--- src/decode_pkg.sv ---
// Shared decode types; op_type_e numbering is fixed by the core, 255 marks any word not decoded
package decode_pkg;

    typedef logic [4:0] reg_idx_t;

    // Major opcodes, instr[6:0]
    typedef enum logic [6:0] {
        OPC_OP        = 7'b0110011,
        OPC_OP_IMM    = 7'b0010011,
        OPC_STORE     = 7'b0100011,
        OPC_BRANCH    = 7'b1100011,
        OPC_JAL       = 7'b1101111,
        OPC_JALR      = 7'b1100111,
        OPC_LUI       = 7'b0110111,
        OPC_AUIPC     = 7'b0010111,
        OPC_SYSTEM    = 7'b1110011,
        OPC_LOAD      = 7'b0000011,
        OPC_OP_32     = 7'b0111011,
        OPC_OP_IMM_32 = 7'b0011011
    } opcode_e;

    typedef struct packed {
        logic [6:0] funct7;
        reg_idx_t   rs2;
        reg_idx_t   rs1;
        logic [2:0] funct3;
        reg_idx_t   rd;
        logic [6:0] opcode;
    } r_fmt_t;

    typedef struct packed {
        logic [11:0] imm;
        reg_idx_t    rs1;
        logic [2:0]  funct3;
        reg_idx_t    rd;
        logic [6:0]  opcode;
    } i_fmt_t;

    typedef struct packed {
        logic [6:0] imm_hi;
        reg_idx_t   rs2;
        reg_idx_t   rs1;
        logic [2:0] funct3;
        logic [4:0] imm_lo;
        logic [6:0] opcode;
    } s_fmt_t;

    typedef struct packed {
        logic       imm12;
        logic [5:0] imm10_5;
        reg_idx_t   rs2;
        reg_idx_t   rs1;
        logic [2:0] funct3;
        logic [3:0] imm4_1;
        logic       imm11;
        logic [6:0] opcode;
    } b_fmt_t;

    typedef struct packed {
        logic [19:0] imm;
        reg_idx_t    rd;
        logic [6:0]  opcode;
    } u_fmt_t;

    typedef struct packed {
        logic       imm20;
        logic [9:0] imm10_1;
        logic       imm11;
        logic [7:0] imm19_12;
        reg_idx_t   rd;
        logic [6:0] opcode;
    } j_fmt_t;

    // One word, six format views
    typedef union packed {
        r_fmt_t      r;
        i_fmt_t      i;
        s_fmt_t      s;
        b_fmt_t      b;
        u_fmt_t      u;
        j_fmt_t      j;
        logic [31:0] raw;
    } instr_word_u;

    typedef enum logic [7:0] {
        ADD = 8'd0, SUB = 8'd1, XOR = 8'd2, OR = 8'd3, AND_ = 8'd4,
        SLL = 8'd5, SRL = 8'd6, SRA = 8'd7, SLT = 8'd8, SLTU = 8'd9,
        MUL = 8'd10, MULH = 8'd11, MULHSU = 8'd12, MULHU = 8'd13,
        DIV = 8'd14, DIVU = 8'd15, REM = 8'd16, REMU = 8'd17,
        ADDI = 8'd18, XORI = 8'd19, ORI = 8'd20, ANDI = 8'd21,
        SLLI = 8'd22, SRLI = 8'd23, SRAI = 8'd24, SLTI = 8'd25, SLTIU = 8'd26,
        ADDIW = 8'd29, SLLIW = 8'd30, SRLIW = 8'd31, SRAIW = 8'd32,
        ADDW = 8'd33, SUBW = 8'd34, SLLW = 8'd35, SRLW = 8'd36, SRAW = 8'd37,
        MULW = 8'd38, DIVW = 8'd39, DIVUW = 8'd40, REMW = 8'd41, REMUW = 8'd42,
        SB = 8'd43, SH = 8'd44, SW = 8'd45, SD = 8'd46,
        BEQ = 8'd47, BNE = 8'd48, BLT = 8'd49, BGE = 8'd50, BLTU = 8'd51, BGEU = 8'd52,
        JAL = 8'd53, JALR = 8'd54, LUI = 8'd55, AUIPC = 8'd56,
        ECALL = 8'd57, EBREAK = 8'd58,
        LB = 8'd59, LH = 8'd60, LW = 8'd61, LBU = 8'd62, LHU = 8'd63,
        LWU = 8'd64, LD = 8'd65,
        OP_UNKNOWN = 8'd255
    } op_type_e;

    // Size codes as the memory stage expects them, 7 means doubleword
    typedef enum logic [2:0] {
        SIZE_NONE   = 3'd0,
        SIZE_BYTE   = 3'd1,
        SIZE_HALF   = 3'd2,
        SIZE_WORD   = 3'd4,
        SIZE_DOUBLE = 3'd7
    } mem_size_e;

    localparam reg_idx_t ECALL_RD = 5'd10; // a0, reported as destination of ECALL

endpackage
--- src/decode_ifs.sv ---
// Combinational decode buses; no handshake, values follow the current instruction word
`timescale 1ns/1ps

interface operand_if #(
    parameter int XLEN = 64
);
    decode_pkg::reg_idx_t rd;
    decode_pkg::reg_idx_t rs1;
    decode_pkg::reg_idx_t rs2;
    logic [XLEN-1:0]      imm;   // Sign-extended
    logic [XLEN-1:0]      shamt; // Zero-extended

    modport src (
        output rd,
        output rs1,
        output rs2,
        output imm,
        output shamt
    );

    modport dst (
        input rd,
        input rs1,
        input rs2,
        input imm,
        input shamt
    );
endinterface

interface op_class_if;
    logic [6:0]            opcode; // Raw, also for unknown opcodes
    decode_pkg::op_type_e  op_type;
    decode_pkg::mem_size_e data_size;
    logic                  mem_read;
    logic                  mem_write;

    modport src (
        output opcode,
        output op_type,
        output data_size,
        output mem_read,
        output mem_write
    );

    modport dst (
        input opcode,
        input op_type,
        input data_size,
        input mem_read,
        input mem_write
    );
endinterface

--- src/instruction_decoder.sv ---
// RV64IM decoder top, one cycle latency; XLEN is 64 or 32, no compressed instructions
`timescale 1ns/1ps

module instruction_decoder #(
    parameter int XLEN = 64
) (
    input  logic                  clk,
    input  logic                  reset,
    input  logic                  in_valid,
    output logic                  in_ready,
    input  logic [31:0]           in_instr,
    input  logic [XLEN-1:0]       in_pc,
    output logic                  out_valid,
    input  logic                  out_ready,
    output logic [6:0]            out_opcode,
    output decode_pkg::op_type_e  out_op_type,
    output decode_pkg::reg_idx_t  out_rd,
    output decode_pkg::reg_idx_t  out_rs1,
    output decode_pkg::reg_idx_t  out_rs2,
    output logic [XLEN-1:0]       out_imm,
    output logic [XLEN-1:0]       out_shamt,
    output decode_pkg::mem_size_e out_data_size,
    output logic                  out_mem_read,
    output logic                  out_mem_write,
    output logic [XLEN-1:0]       out_pc
);

    operand_if #(.XLEN(XLEN)) operand_bus ();
    op_class_if               class_bus ();

    // Both paths see the same word in parallel
    operand_extract #(.XLEN(XLEN)) operand_extract_i (
        .instr (in_instr),
        .ops   (operand_bus.src)
    );

    op_classify #(.XLEN(XLEN)) op_classify_i (
        .instr (in_instr),
        .cls   (class_bus.src)
    );

    decode_output_stage #(.XLEN(XLEN)) decode_output_stage_i (
        .clk           (clk),
        .reset         (reset),
        .in_valid      (in_valid),
        .in_pc         (in_pc),
        .in_ready      (in_ready),
        .ops           (operand_bus.dst),
        .cls           (class_bus.dst),
        .out_valid     (out_valid),
        .out_opcode    (out_opcode),
        .out_op_type   (out_op_type),
        .out_rd        (out_rd),
        .out_rs1       (out_rs1),
        .out_rs2       (out_rs2),
        .out_imm       (out_imm),
        .out_shamt     (out_shamt),
        .out_data_size (out_data_size),
        .out_mem_read  (out_mem_read),
        .out_mem_write (out_mem_write),
        .out_pc        (out_pc),
        .out_ready     (out_ready)
    );

endmodule

--- src/decode_output_stage.sv ---
// One-entry output register; accepts a new word in the same cycle the held one drains
`timescale 1ns/1ps

module decode_output_stage #(
    parameter int XLEN = 64
) (
    input  logic                  clk,
    input  logic                  reset,
    input  logic                  in_valid,
    input  logic [XLEN-1:0]       in_pc,
    output logic                  in_ready,
    operand_if.dst                ops,
    op_class_if.dst               cls,
    output logic                  out_valid,
    output logic [6:0]            out_opcode,
    output decode_pkg::op_type_e  out_op_type,
    output decode_pkg::reg_idx_t  out_rd,
    output decode_pkg::reg_idx_t  out_rs1,
    output decode_pkg::reg_idx_t  out_rs2,
    output logic [XLEN-1:0]       out_imm,
    output logic [XLEN-1:0]       out_shamt,
    output decode_pkg::mem_size_e out_data_size,
    output logic                  out_mem_read,
    output logic                  out_mem_write,
    output logic [XLEN-1:0]       out_pc,
    input  logic                  out_ready
);

    logic load; // Transfer on the input side this edge

    assign in_ready = !out_valid || out_ready; // Empty, or draining now
    assign load     = in_valid && in_ready;

    always_ff @(posedge clk) begin
        if (reset) begin
            out_valid <= 1'b0;
        end else if (in_ready) begin
            out_valid <= in_valid;
        end
    end

    // Record is only written on an accepted word, so it holds under back-pressure
    always_ff @(posedge clk) begin
        if (load) begin
            out_opcode    <= cls.opcode;
            out_op_type   <= cls.op_type;
            out_data_size <= cls.data_size;
            out_mem_read  <= cls.mem_read;
            out_mem_write <= cls.mem_write;
            out_rd        <= ops.rd;
            out_rs1       <= ops.rs1;
            out_rs2       <= ops.rs2;
            out_imm       <= ops.imm;
            out_shamt     <= ops.shamt;
            out_pc        <= in_pc;
        end
    end

endmodule

--- src/op_classify.sv ---
// Operation number and memory attributes; at XLEN 32 the W/IW groups, LWU, LD and SD are unknown
`timescale 1ns/1ps

module op_classify #(
    parameter int XLEN = 64
) (
    input decode_pkg::instr_word_u instr,
    op_class_if.src                cls
);

    localparam bit RV64 = (XLEN == 64);

    localparam logic [6:0] F7_BASE   = 7'b0000000;
    localparam logic [6:0] F7_ALT    = 7'b0100000; // SUB, SRA and friends
    localparam logic [6:0] F7_MULDIV = 7'b0000001;

    logic [2:0] funct3;
    logic [6:0] funct7;
    logic [5:0] funct6;   // imm[11:6] of 64-bit immediate shifts
    logic       shamt_ok; // At XLEN 32 shamt[5] must be clear

    assign funct3   = instr.r.funct3;
    assign funct7   = instr.r.funct7;
    assign funct6   = instr.i.imm[11:6];
    assign shamt_ok = RV64 || !instr.i.imm[5];

    always_comb begin
        cls.opcode    = instr.r.opcode;
        cls.op_type   = decode_pkg::OP_UNKNOWN;
        cls.data_size = decode_pkg::SIZE_NONE;

        case (instr.r.opcode)
            decode_pkg::OPC_OP: begin
                case ({funct7, funct3})
                    {F7_BASE, 3'b000}:   cls.op_type = decode_pkg::ADD;
                    {F7_ALT, 3'b000}:    cls.op_type = decode_pkg::SUB;
                    {F7_BASE, 3'b100}:   cls.op_type = decode_pkg::XOR;
                    {F7_BASE, 3'b110}:   cls.op_type = decode_pkg::OR;
                    {F7_BASE, 3'b111}:   cls.op_type = decode_pkg::AND_;
                    {F7_BASE, 3'b001}:   cls.op_type = decode_pkg::SLL;
                    {F7_BASE, 3'b101}:   cls.op_type = decode_pkg::SRL;
                    {F7_ALT, 3'b101}:    cls.op_type = decode_pkg::SRA;
                    {F7_BASE, 3'b010}:   cls.op_type = decode_pkg::SLT;
                    {F7_BASE, 3'b011}:   cls.op_type = decode_pkg::SLTU;
                    {F7_MULDIV, 3'b000}: cls.op_type = decode_pkg::MUL;
                    {F7_MULDIV, 3'b001}: cls.op_type = decode_pkg::MULH;
                    {F7_MULDIV, 3'b010}: cls.op_type = decode_pkg::MULHSU;
                    {F7_MULDIV, 3'b011}: cls.op_type = decode_pkg::MULHU;
                    {F7_MULDIV, 3'b100}: cls.op_type = decode_pkg::DIV;
                    {F7_MULDIV, 3'b101}: cls.op_type = decode_pkg::DIVU;
                    {F7_MULDIV, 3'b110}: cls.op_type = decode_pkg::REM;
                    {F7_MULDIV, 3'b111}: cls.op_type = decode_pkg::REMU;
                    default: ;
                endcase
            end
            decode_pkg::OPC_OP_32: begin
                if (RV64) begin
                    case ({funct7, funct3})
                        {F7_BASE, 3'b000}:   cls.op_type = decode_pkg::ADDW;
                        {F7_ALT, 3'b000}:    cls.op_type = decode_pkg::SUBW;
                        {F7_BASE, 3'b001}:   cls.op_type = decode_pkg::SLLW;
                        {F7_BASE, 3'b101}:   cls.op_type = decode_pkg::SRLW;
                        {F7_ALT, 3'b101}:    cls.op_type = decode_pkg::SRAW;
                        {F7_MULDIV, 3'b000}: cls.op_type = decode_pkg::MULW;
                        {F7_MULDIV, 3'b100}: cls.op_type = decode_pkg::DIVW;
                        {F7_MULDIV, 3'b101}: cls.op_type = decode_pkg::DIVUW;
                        {F7_MULDIV, 3'b110}: cls.op_type = decode_pkg::REMW;
                        {F7_MULDIV, 3'b111}: cls.op_type = decode_pkg::REMUW;
                        default: ;
                    endcase
                end
            end
            decode_pkg::OPC_OP_IMM: begin
                case (funct3)
                    3'b000: cls.op_type = decode_pkg::ADDI;
                    3'b100: cls.op_type = decode_pkg::XORI;
                    3'b110: cls.op_type = decode_pkg::ORI;
                    3'b111: cls.op_type = decode_pkg::ANDI;
                    3'b010: cls.op_type = decode_pkg::SLTI;
                    3'b011: cls.op_type = decode_pkg::SLTIU;
                    3'b001: if (funct6 == 6'b000000 && shamt_ok) cls.op_type = decode_pkg::SLLI;
                    3'b101: begin
                        if (funct6 == 6'b000000 && shamt_ok) cls.op_type = decode_pkg::SRLI;
                        else if (funct6 == 6'b010000 && shamt_ok) cls.op_type = decode_pkg::SRAI;
                    end
                    default: ;
                endcase
            end
            decode_pkg::OPC_OP_IMM_32: begin
                if (RV64) begin
                    case (funct3)
                        3'b000: cls.op_type = decode_pkg::ADDIW;
                        3'b001: if (funct7 == F7_BASE) cls.op_type = decode_pkg::SLLIW;
                        3'b101: begin
                            if (funct7 == F7_BASE) cls.op_type = decode_pkg::SRLIW;
                            else if (funct7 == F7_ALT) cls.op_type = decode_pkg::SRAIW;
                        end
                        default: ;
                    endcase
                end
            end
            decode_pkg::OPC_LOAD: begin
                case (funct3)
                    3'b000: {cls.op_type, cls.data_size} = {decode_pkg::LB, decode_pkg::SIZE_BYTE};
                    3'b001: {cls.op_type, cls.data_size} = {decode_pkg::LH, decode_pkg::SIZE_HALF};
                    3'b010: {cls.op_type, cls.data_size} = {decode_pkg::LW, decode_pkg::SIZE_WORD};
                    3'b100: {cls.op_type, cls.data_size} = {decode_pkg::LBU, decode_pkg::SIZE_BYTE};
                    3'b101: {cls.op_type, cls.data_size} = {decode_pkg::LHU, decode_pkg::SIZE_HALF};
                    3'b110: if (RV64) begin
                        {cls.op_type, cls.data_size} = {decode_pkg::LWU, decode_pkg::SIZE_WORD};
                    end
                    3'b011: if (RV64) begin
                        {cls.op_type, cls.data_size} = {decode_pkg::LD, decode_pkg::SIZE_DOUBLE};
                    end
                    default: ;
                endcase
            end
            decode_pkg::OPC_STORE: begin
                case (funct3)
                    3'b000: {cls.op_type, cls.data_size} = {decode_pkg::SB, decode_pkg::SIZE_BYTE};
                    3'b001: {cls.op_type, cls.data_size} = {decode_pkg::SH, decode_pkg::SIZE_HALF};
                    3'b010: {cls.op_type, cls.data_size} = {decode_pkg::SW, decode_pkg::SIZE_WORD};
                    3'b011: if (RV64) begin
                        {cls.op_type, cls.data_size} = {decode_pkg::SD, decode_pkg::SIZE_DOUBLE};
                    end
                    default: ;
                endcase
            end
            decode_pkg::OPC_BRANCH: begin
                case (funct3)
                    3'b000: cls.op_type = decode_pkg::BEQ;
                    3'b001: cls.op_type = decode_pkg::BNE;
                    3'b100: cls.op_type = decode_pkg::BLT;
                    3'b101: cls.op_type = decode_pkg::BGE;
                    3'b110: cls.op_type = decode_pkg::BLTU;
                    3'b111: cls.op_type = decode_pkg::BGEU;
                    default: ;
                endcase
            end
            decode_pkg::OPC_JAL:   cls.op_type = decode_pkg::JAL;
            decode_pkg::OPC_JALR:  if (funct3 == 3'b000) cls.op_type = decode_pkg::JALR;
            decode_pkg::OPC_LUI:   cls.op_type = decode_pkg::LUI;
            decode_pkg::OPC_AUIPC: cls.op_type = decode_pkg::AUIPC;
            decode_pkg::OPC_SYSTEM: begin
                if (funct3 == 3'b000 && instr.i.imm == 12'h000) cls.op_type = decode_pkg::ECALL;
                else if (funct3 == 3'b000 && instr.i.imm == 12'h001) begin
                    cls.op_type = decode_pkg::EBREAK;
                end
            end
            default: ; // Zero word lands here too
        endcase

        // Only a recognized load or store touches memory
        cls.mem_read  = (instr.r.opcode == decode_pkg::OPC_LOAD) &&
                        (cls.op_type != decode_pkg::OP_UNKNOWN);
        cls.mem_write = (instr.r.opcode == decode_pkg::OPC_STORE) &&
                        (cls.op_type != decode_pkg::OP_UNKNOWN);
    end

endmodule

--- src/operand_extract.sv ---
// Operand fields by format; unused fields are zero, XLEN must be 32 or 64
`timescale 1ns/1ps

module operand_extract #(
    parameter int XLEN = 64
) (
    input decode_pkg::instr_word_u instr,
    operand_if.src                 ops
);

    localparam int SHAMT_W = (XLEN == 64) ? 6 : 5;

    logic is_shift; // funct3 001 or 101 in the immediate groups

    assign is_shift = (instr.i.funct3 == 3'b001) || (instr.i.funct3 == 3'b101);

    always_comb begin
        ops.rd    = '0;
        ops.rs1   = '0;
        ops.rs2   = '0;
        ops.imm   = '0;
        ops.shamt = '0;

        case (instr.r.opcode)
            decode_pkg::OPC_OP,
            decode_pkg::OPC_OP_32: begin
                ops.rd  = instr.r.rd;
                ops.rs1 = instr.r.rs1;
                ops.rs2 = instr.r.rs2;
            end
            decode_pkg::OPC_OP_IMM: begin
                ops.rd  = instr.i.rd;
                ops.rs1 = instr.i.rs1;
                ops.imm = XLEN'($signed(instr.i.imm));
                if (is_shift) begin
                    ops.shamt = XLEN'(instr.i.imm[SHAMT_W-1:0]);
                end
            end
            decode_pkg::OPC_OP_IMM_32: begin
                ops.rd  = instr.i.rd;
                ops.rs1 = instr.i.rs1;
                ops.imm = XLEN'($signed(instr.i.imm));
                if (is_shift) begin
                    ops.shamt = XLEN'(instr.i.imm[4:0]); // Word shifts are always 5 bits
                end
            end
            decode_pkg::OPC_LOAD,
            decode_pkg::OPC_JALR: begin
                ops.rd  = instr.i.rd;
                ops.rs1 = instr.i.rs1;
                ops.imm = XLEN'($signed(instr.i.imm));
            end
            decode_pkg::OPC_STORE: begin
                ops.rs1 = instr.s.rs1;
                ops.rs2 = instr.s.rs2;
                ops.imm = XLEN'($signed({instr.s.imm_hi, instr.s.imm_lo}));
            end
            decode_pkg::OPC_BRANCH: begin
                ops.rs1 = instr.b.rs1;
                ops.rs2 = instr.b.rs2;
                ops.imm = XLEN'($signed({instr.b.imm12, instr.b.imm11, instr.b.imm10_5,
                                         instr.b.imm4_1, 1'b0}));
            end
            decode_pkg::OPC_JAL: begin
                ops.rd  = instr.j.rd;
                ops.imm = XLEN'($signed({instr.j.imm20, instr.j.imm19_12, instr.j.imm11,
                                         instr.j.imm10_1, 1'b0}));
            end
            decode_pkg::OPC_LUI,
            decode_pkg::OPC_AUIPC: begin
                ops.rd  = instr.u.rd;
                ops.imm = XLEN'($signed({instr.u.imm, 12'b0})); // Upper 20 bits, already shifted
            end
            decode_pkg::OPC_SYSTEM: begin
                ops.imm = XLEN'($signed(instr.i.imm));
                // ECALL names a0 so the writeback sees the syscall result register
                if (instr.i.funct3 == 3'b000 && instr.i.imm == 12'h000) begin
                    ops.rd = decode_pkg::ECALL_RD;
                end
            end
            default: ; // Unknown opcode, all zero
        endcase
    end

endmodule

--- config.mk ---
export PLATFORM = sky130hd
export DESIGN_NAME = instruction_decoder
export DESIGN_NICKNAME = d
export VERILOG_FILES = /design/src/decode_pkg.sv /design/src/decode_ifs.sv /design/src/instruction_decoder.sv /design/src/decode_output_stage.sv /design/src/op_classify.sv /design/src/operand_extract.sv
export SDC_FILE = /design/constraint.sdc
export NUM_CORES = 1
export LEC_CHECK = 0
export ABC_AREA = 1
export BUFFER_PORTS_ARGS = -buffer_cell sky130_fd_sc_hd__buf_2
export CAP_MARGIN = 10
export CORE_MARGIN = 5
export CORE_UTILIZATION = 51
export DETAILED_ROUTE_END_ITERATION = 7
export PLACE_DENSITY = 0.92
export SYNTH_ARGS = -nofsm -noshare
export SYNTH_HDL_FRONTEND = slang
export SYNTH_SLANG_ARGS = --single-unit
--- constraint.sdc ---
create_clock -name clk -period 16.2 [get_ports clk]
set_clock_uncertainty 0.2 [all_clocks]
set_input_delay 3.24 -clock clk [delete_from_list [all_inputs] [get_ports clk]]
set_output_delay 3.24 -clock clk [all_outputs]
set_load 0.02 [all_outputs]
==> impl_metrics.json, run 1 <==
{
  "wirelength_um": 21500,
  "hpwl_um": 16600,
  "r2r_cells": 3,
  "irDropWorstVdd_v": 0.0000692,
  "tightest_slew_ns": 0.976,
  "grt_setup_unrepaired": "false",
  "synthArstFlopShare_pct": 0,
  "critical_path_class": "in2out",
  "worst_hold_slack_ns": 0.357,
  "die_area_sq_mm": 0.0160,
  "drive_gt1_share_pct": 37.6,
  "post_cts_resized": 0,
  "synth_xor_xnor_area_share_pct": 0,
  "clock_latency_ns": 0.41,
  "gp_congestion": 0.941,
  "postPlaceCellArea_sq_mm": 0.00799,
  "antenna_found_initial": 0,
  "cp-end-kind": "output pin",
  "cp.required_ns": 12.76,
  "postSynthCellCount": 660,
  "dr.first_iter.drc_count": 713,
  "hold_class": "reg2reg",
  "clockBufferDepth": 2,
  "htree_levels": 4,
  "wl_per_cell_um": 19.5,
  "reg2reg_to": "decode_output_stage_i.out_pc[24]",
  "finalInstanceArea_sq_mm": 0.00855,
  "synth_flop_cell": "edfxtp_1",
  "r2r_setup_slack_ns": 13.17,
  "synth_cell_type_count": 33,
  "grt_first_pass_wirelength_um": 30800,
  "num_vias": 5695,
  "cts_tree": "yes",
  "synth_compound_area_share_pct": 4.82,
  "die_w_um": 126,
  "syn_avg_cell_area_sq_um": 10.5,
  "status": "finished, final reports clean",
  "cts.clk_slew.worst_paths_ns": 0.06,
  "drc": 0,
  "crit_end": "in_ready",
  "finalPower_uw": 908,
  "first_pass_iters": 5,
  "grt_pass1_vias": 5233,
  "yosys-top-cells-area": "edfxtp_1 60%, buf_4 10%, nand2_1 6.3%, nor2_1 4.6%, inv_1 3.7%",
  "setup_tns_ns": 0,
  "die_h_um": 126,
  "yosys-top-cells-count": "137 x edfxtp_1, 116 x nand2_1, 94 x buf_4",
  "worst-endpoint-arrival_ns": 3.70,
  "max-slew-margin-rel_pct": 35.0,
  "drv_slew": 0,
  "synth_top_family_by_area": "simple AND/OR/NAND/NOR gates",
  "start_util_pct": 52.2,
  "drv_cap": 0,
  "synthSimpleGateAreaFrac_pct": 20.3,
  "cts_hold_buf": 0,
  "cts_root_buffer": "clkbuf_16",
  "antenna_cells": 0,
  "hold_start": "decode_output_stage_i.out_valid",
  "netlist.area_leader.share_pct": 59.6,
  "setup.worst_path.start": "out_ready",
  "io_pins": 329,
  "io_buffers": 270,
  "synth_fa_ha_area_share_pct": 0,
  "viasPerCell": 5.17,
  "synthMuxAreaShare_pct": 0,
  "netlist_area_sq_mm": 0.00691,
  "cts.sinks": 138,
  "fillCellCount": 1070,
  "grt_max_degree": 81,
  "ys_seq_elements": 138,
  "nets": 1012,
  "r2r_start": "decode_output_stage_i.out_valid",
  "period_share_pct": 44.1,
  "grt_util_all_layers_pct": 25.5,
  "hold_violations": 0,
  "coreArea_sq_mm": 0.0132,
  "setup_viol": 0,
  "crit_fanout": 2,
  "overflow": 0,
  "period_needed_ns": 7.14,
  "synth_edf_count": 137,
  "pwr_density_cell_mw_per_mm2": 106,
  "whs_path_depth": 2,
  "detail-route-antenna-nets": 0,
  "fmax_ghz": 0.140,
  "postCtsSetupBuffers": 0,
  "synth.most_common_cell": "edfxtp_1",
  "synth-seq-area-share_pct": 59.8,
  "numCtsBuffers": 17,
  "yosys_warnings": 0,
  "cp-start-kind": "input port",
  "synth_area_leader_cell": "edfxtp_1",
  "syn2layout_area_growth_pct": 23.7,
  "p_leak_uw": 0.00407,
  "rows": 42
}
## sequential cells by signal, summed over array words and instances (netlist names)
register / cells
decode_output_stage_i.out_rs2: 5
decode_output_stage_i.out_mem_write: 1
decode_output_stage_i.out_opcode: 7
decode_output_stage_i.out_valid: 1
decode_output_stage_i.out_pc: 64
decode_output_stage_i.out_rs1: 5
decode_output_stage_i.out_rd: 5
decode_output_stage_i.out_mem_read: 1
decode_output_stage_i.out_shamt: 6
decode_output_stage_i.out_imm: 32
decode_output_stage_i.out_op_type: 8
decode_output_stage_i.out_data_size: 3
## power breakdown
part | total (uW) | switching, uW | internal [uW]
registers | 423 | 6.30 | 417
logic | 126 | 94.0 | 32.4
clock network | 358 | 146 | 212
total | 908 | 247 | 661
## cell usage in the layout (no fill, tap or decap), types with 2 or more instances in the layout
| master | count |
|---|---|
| a21oi_1 | 9 |
| buf_2 | 270 |
| buf_4 | 2 |
| clkbuf_1 | 2 |
| clkbuf_16 | 17 |
| clkinv_2 | 2 |
| clkinv_4 | 2 |
| clkinvlp_4 | 5 |
| conb_1 | 58 |
| edfxtp_1 | 137 |
| inv_1 | 68 |
| inv_2 | 10 |
| inv_6 | 3 |
| nand2_1 | 116 |
| nand2_2 | 5 |
| nand2_4 | 4 |
| nand3_1 | 32 |
| nand3_2 | 4 |
| nand4_1 | 9 |
| nor2_1 | 84 |
| nor2_2 | 2 |
| nor2_4 | 12 |
| nor2_8 | 2 |
| nor3_1 | 10 |
| o211ai_1 | 5 |
| o21ai_0 | 26 |
| o21ai_1 | 8 |
| o22ai_1 | 8 |
## worst max-delay path: stages
cell     delay (ns)
buf_2          0.10
inv_1          0.12
nand2_1        0.08
buf_2          0.17
## final cells by class
type | instances | area (sq um) | share of cell area (%)
well taps | 176 | 220 | 2.58
inverters | 79 | 304 | 3.56
flip-flops and latches | 138 | 4130 | 48.4
multi-input cells | 404 | 1970 | 23.0
clock buffers | 19 | 433 | 5.07
repair buffers | 272 | 1370 | 16.0
clock inverters | 13 | 121 | 1.42
## metal layers
layer	track usage [%]	vias up	share of wire, %
met2	46.1	388	53
met5	0	-	0
met4	9.53	0	3.7
li1	-	2565	-
met1	28.6	2689	33
met3	6.94	53	10
## per-stage QoR
stage | util [%] | cells | setup slack [ns]
2_1_floorplan | - | 717 | 5.45
3_3_place_gp | 60.3 | 1069 | 9.09
4_1_cts | 64.5 | 1101 | 9.05
5_1_grt | 64.5 | 1101 | 9.01
6_report | 64.5 | 1101 | 9.06
3_5_place_dp | 60.3 | 1069 | 9.03
## cell families (layout without fill, tap and decap cells)
| logic type | count (synthesis) | in the layout |
|---|---|---|
| buf+inv | 175 | 383 |
| simple gates | 286 | 286 |
| other cells | 1 | 58 |
| compound gates | 60 | 60 |
| flops | 138 | 138 |
## worst min path at each step
stage	endpoint	slack [ns]
3_3_place_gp	decode_output_stage_i.out_valid	0.32
2_1_floorplan	decode_output_stage_i.out_valid	0.51
3_5_place_dp	decode_output_stage_i.out_valid	0.36
5_1_grt	decode_output_stage_i.out_valid	0.41
6_report	decode_output_stage_i.out_valid	0.36
4_1_cts	decode_output_stage_i.out_valid	0.36
(Power assumes the default switching activity.)
==> run 2: changes to the inputs <==
ABC_AREA = 0   (was 1)
CORE_ASPECT_RATIO = 1.2   (was unset)
CORE_UTILIZATION = 47   (was 51)
PLACE_DENSITY = 0.86   (was 0.92)
clock period = 6.95 ns   (was 16.2 ns; I/O delays follow)
==> run 2 against run 1 <==
Via count down 7.6%; combinational power up 140%; synthesized cell count down 16%; critical path depth increased by 3; largest cell class unchanged.
==> impl_metrics.json, run 2 <==
{
  "status": "finished, final reports clean",
  "hold_class": "reg2reg",
  "post-place-ws_ns": 2.98,
  "post_cts_resized": 0,
  "pwr_density_cell_mw_per_mm2": 256,
  "largest_register": "decode_output_stage_i.out_pc",
  "cts_tree": "yes",
  "num_vias": 5263,
  "clockBufferDepth": 2,
  "drv_slew": 0,
  "wl_per_cell_um": 22.1,
  "postSynthCellCount": 557,
  "postCtsSetupBuffers": 0,
  "irDropWorstVdd_v": 0.000163,
  "nets": 887,
  "cts_root_buffer": "clkbuf_16",
  "worst-endpoint-arrival_ns": 3.58,
  "synth_cell_type_count": 73,
  "syn_avg_cell_area_sq_um": 12.1,
  "period_share_pct": 52.1,
  "grt_max_degree": 96,
  "ff_latch_area_sq_mm": 0.00413,
  "yosys-top-cells-area": "edfxtp_1 61%, buf_4 10%, and2_1 2.4%, nand2_1 2.2%, a21o_1 1.9%",
  "cp-start-kind": "input port",
  "wirelength_um": 21600,
  "cts.clk_slew.worst_paths_ns": 0.07,
  "synthArstFlopShare_pct": 0,
  "dp_cells": 943,
  "cp.required_ns": 6.91,
  "multi_input_area_sq_mm": 0.00202,
  "synth.most_common_cell": "edfxtp_1",
  "max-slew-margin-rel_pct": 19.5,
  "coreArea_sq_mm": 0.0142,
  "drv_cap": 0,
  "finalPower_uw": 2130,
  "start_util_pct": 47.4,
  "netlist.area_leader.share_pct": 61.0,
  "fillCellCount": 1205,
  "layout_common_cells": "270 x buf_2, 137 x edfxtp_1, 58 x conb_1",
  "yosys_warnings": 0,
  "hpwl_um": 16200,
  "cp-end-kind": "flip-flop",
  "die_area_sq_mm": 0.0169,
  "critical_path_class": "in2reg",
  "yosys-top-cells-count": "137 x edfxtp_1, 90 x buf_4, 40 x nand2_1",
  "die_w_um": 119,
  "fmax_ghz": 0.276,
  "final_common_cell": "buf_2",
  "htree_levels": 4,
  "grt_pass1_vias": 4983,
  "crit_fanout": 29,
  "synth_area_leader_cell": "edfxtp_1",
  "layout_setup_ws_ns": 3.33,
  "dr.first_iter.drc_count": 483,
  "cts_hold_buf": 0,
  "setup_tns_ns": 0,
  "largest_reg_flops": 64,
  "io_buffers": 270,
  "synth_flop_cell": "edfxtp_1",
  "tightest_slew_ns": 1.21,
  "setup_viol": 0,
  "layoutNonFillerInstCount": 976,
  "overflow": 0,
  "cts.sinks": 138,
  "fin_util_pct": 58.6,
  "grt_setup_unrepaired": "false",
  "first_pass_iters": 5,
  "ys_seq_elements": 138,
  "p_leak_uw": 0.00364,
  "io_pins": 329,
  "synth_edf_count": 137,
  "clock_latency_ns": 0.41,
  "synth-seq-area-share_pct": 61.3,
  "grt_util_all_layers_pct": 24.4,
  "hold_violations": 0,
  "netlist_area_sq_mm": 0.00675,
  "numCtsBuffers": 17,
  "period_needed_ns": 3.62,
  "detail-route-antenna-nets": 0,
  "viasPerCell": 5.39,
  "die_h_um": 141,
  "reg.largest.list": "decode_output_stage_i.out_pc x64, decode_output_stage_i.out_imm x32, decode_output_stage_i.out_op_type x8",
  "gp_congestion": 0.926,
  "drc": 0,
  "rows": 48,
  "drive_gt1_share_pct": 39.8,
  "grt_first_pass_wirelength_um": 31100,
  "antenna_found_initial": 2,
  "syn2layout_area_growth_pct": 23.5
}
run 2: cell count changes after synthesis, moves of 8 or more:
cell / change
nor3_1: +8
nor2_4: -12
a21o_1: +17
nand2b_1: +8
nor2_1: -52
nand2_1: -76
clkbuf_1: +21
nand3_1: -22
nor2b_1: +13
o21ai_0: -15
and2_1: +26
a21oi_1: +10
inv_1: -60
inv_2: -10
run 2: area by class of cell:
cell class | instances | area share, %
tap | 175 | 2.63
clock buffer | 17 | 5.10
timing repair buffer | 273 | 16.5
antenna | 1 | 0.0300
clock inverter | 15 | 1.59
multi-input combinational | 349 | 24.2
inverter | 8 | 0.360
sequential | 138 | 49.6
run 2: final timing paths:
kind | start | end | slack, ns | cells past startpoint
worst min-delay path | decode_output_stage_i.out_valid | decode_output_stage_i.out_valid | 0.34 | 2
worst min register to register | decode_output_stage_i.out_valid | decode_output_stage_i.out_valid | 0.34 | 2
worst max-delay path | in_instr[14] | decode_output_stage_i.out_op_type[6] | 3.33 | 7
worst max register to register | decode_output_stage_i.out_valid | decode_output_stage_i.out_imm[3] | 4.35 | 3
run 2: routing by layer:
layer	part of all wire, %	up-vias	GRT usage [%]
li1	-	2368	-
met1	35	2532	27.6
met2	51	322	41.3
met3	11	39	9.21
met4	3.2	2	11.0
met5	0.093	-	0
run 2: logic make-up after synthesis:
| group | Yosys count | synth area share (%) |
|---|---|---|
| simple gates | 186 | 15.3 |
| flops | 138 | 61.3 |
| buf+inv | 127 | 12.1 |
| compound gates | 98 | 10.3 |
| xor+xnor | 4 | 0.519 |
| mux | 2 | 0.315 |
| fa+ha+maj | 1 | 0.148 |
| other cells | 1 | 0.0556 |
run 2: per-stage QoR:
step | hold WS (ns) | cell area [sq um]
2_1_floorplan | 0.529 | 6960
3_3_place_gp | 0.302 | 7780
3_5_place_dp | 0.339 | 7780
4_1_cts | 0.349 | 8330
5_1_grt | 0.393 | 8340
6_report | 0.344 | 8340
run 2: critical path, cell delays in order:
cell	delay, ns
buf_2	0.46
inv_1	0.33
or4b_1	0.65
nor3b_1	0.20
a21oi_2	0.18
nor4b_4	0.24
nand3b_1	0.11
run 2: power by group:
part,switching [uW],leakage [uW],internal (uW)
combinational,217,0.00204,80.7
clock,381,0.000265,472
sequential,13.8,0.00134,970
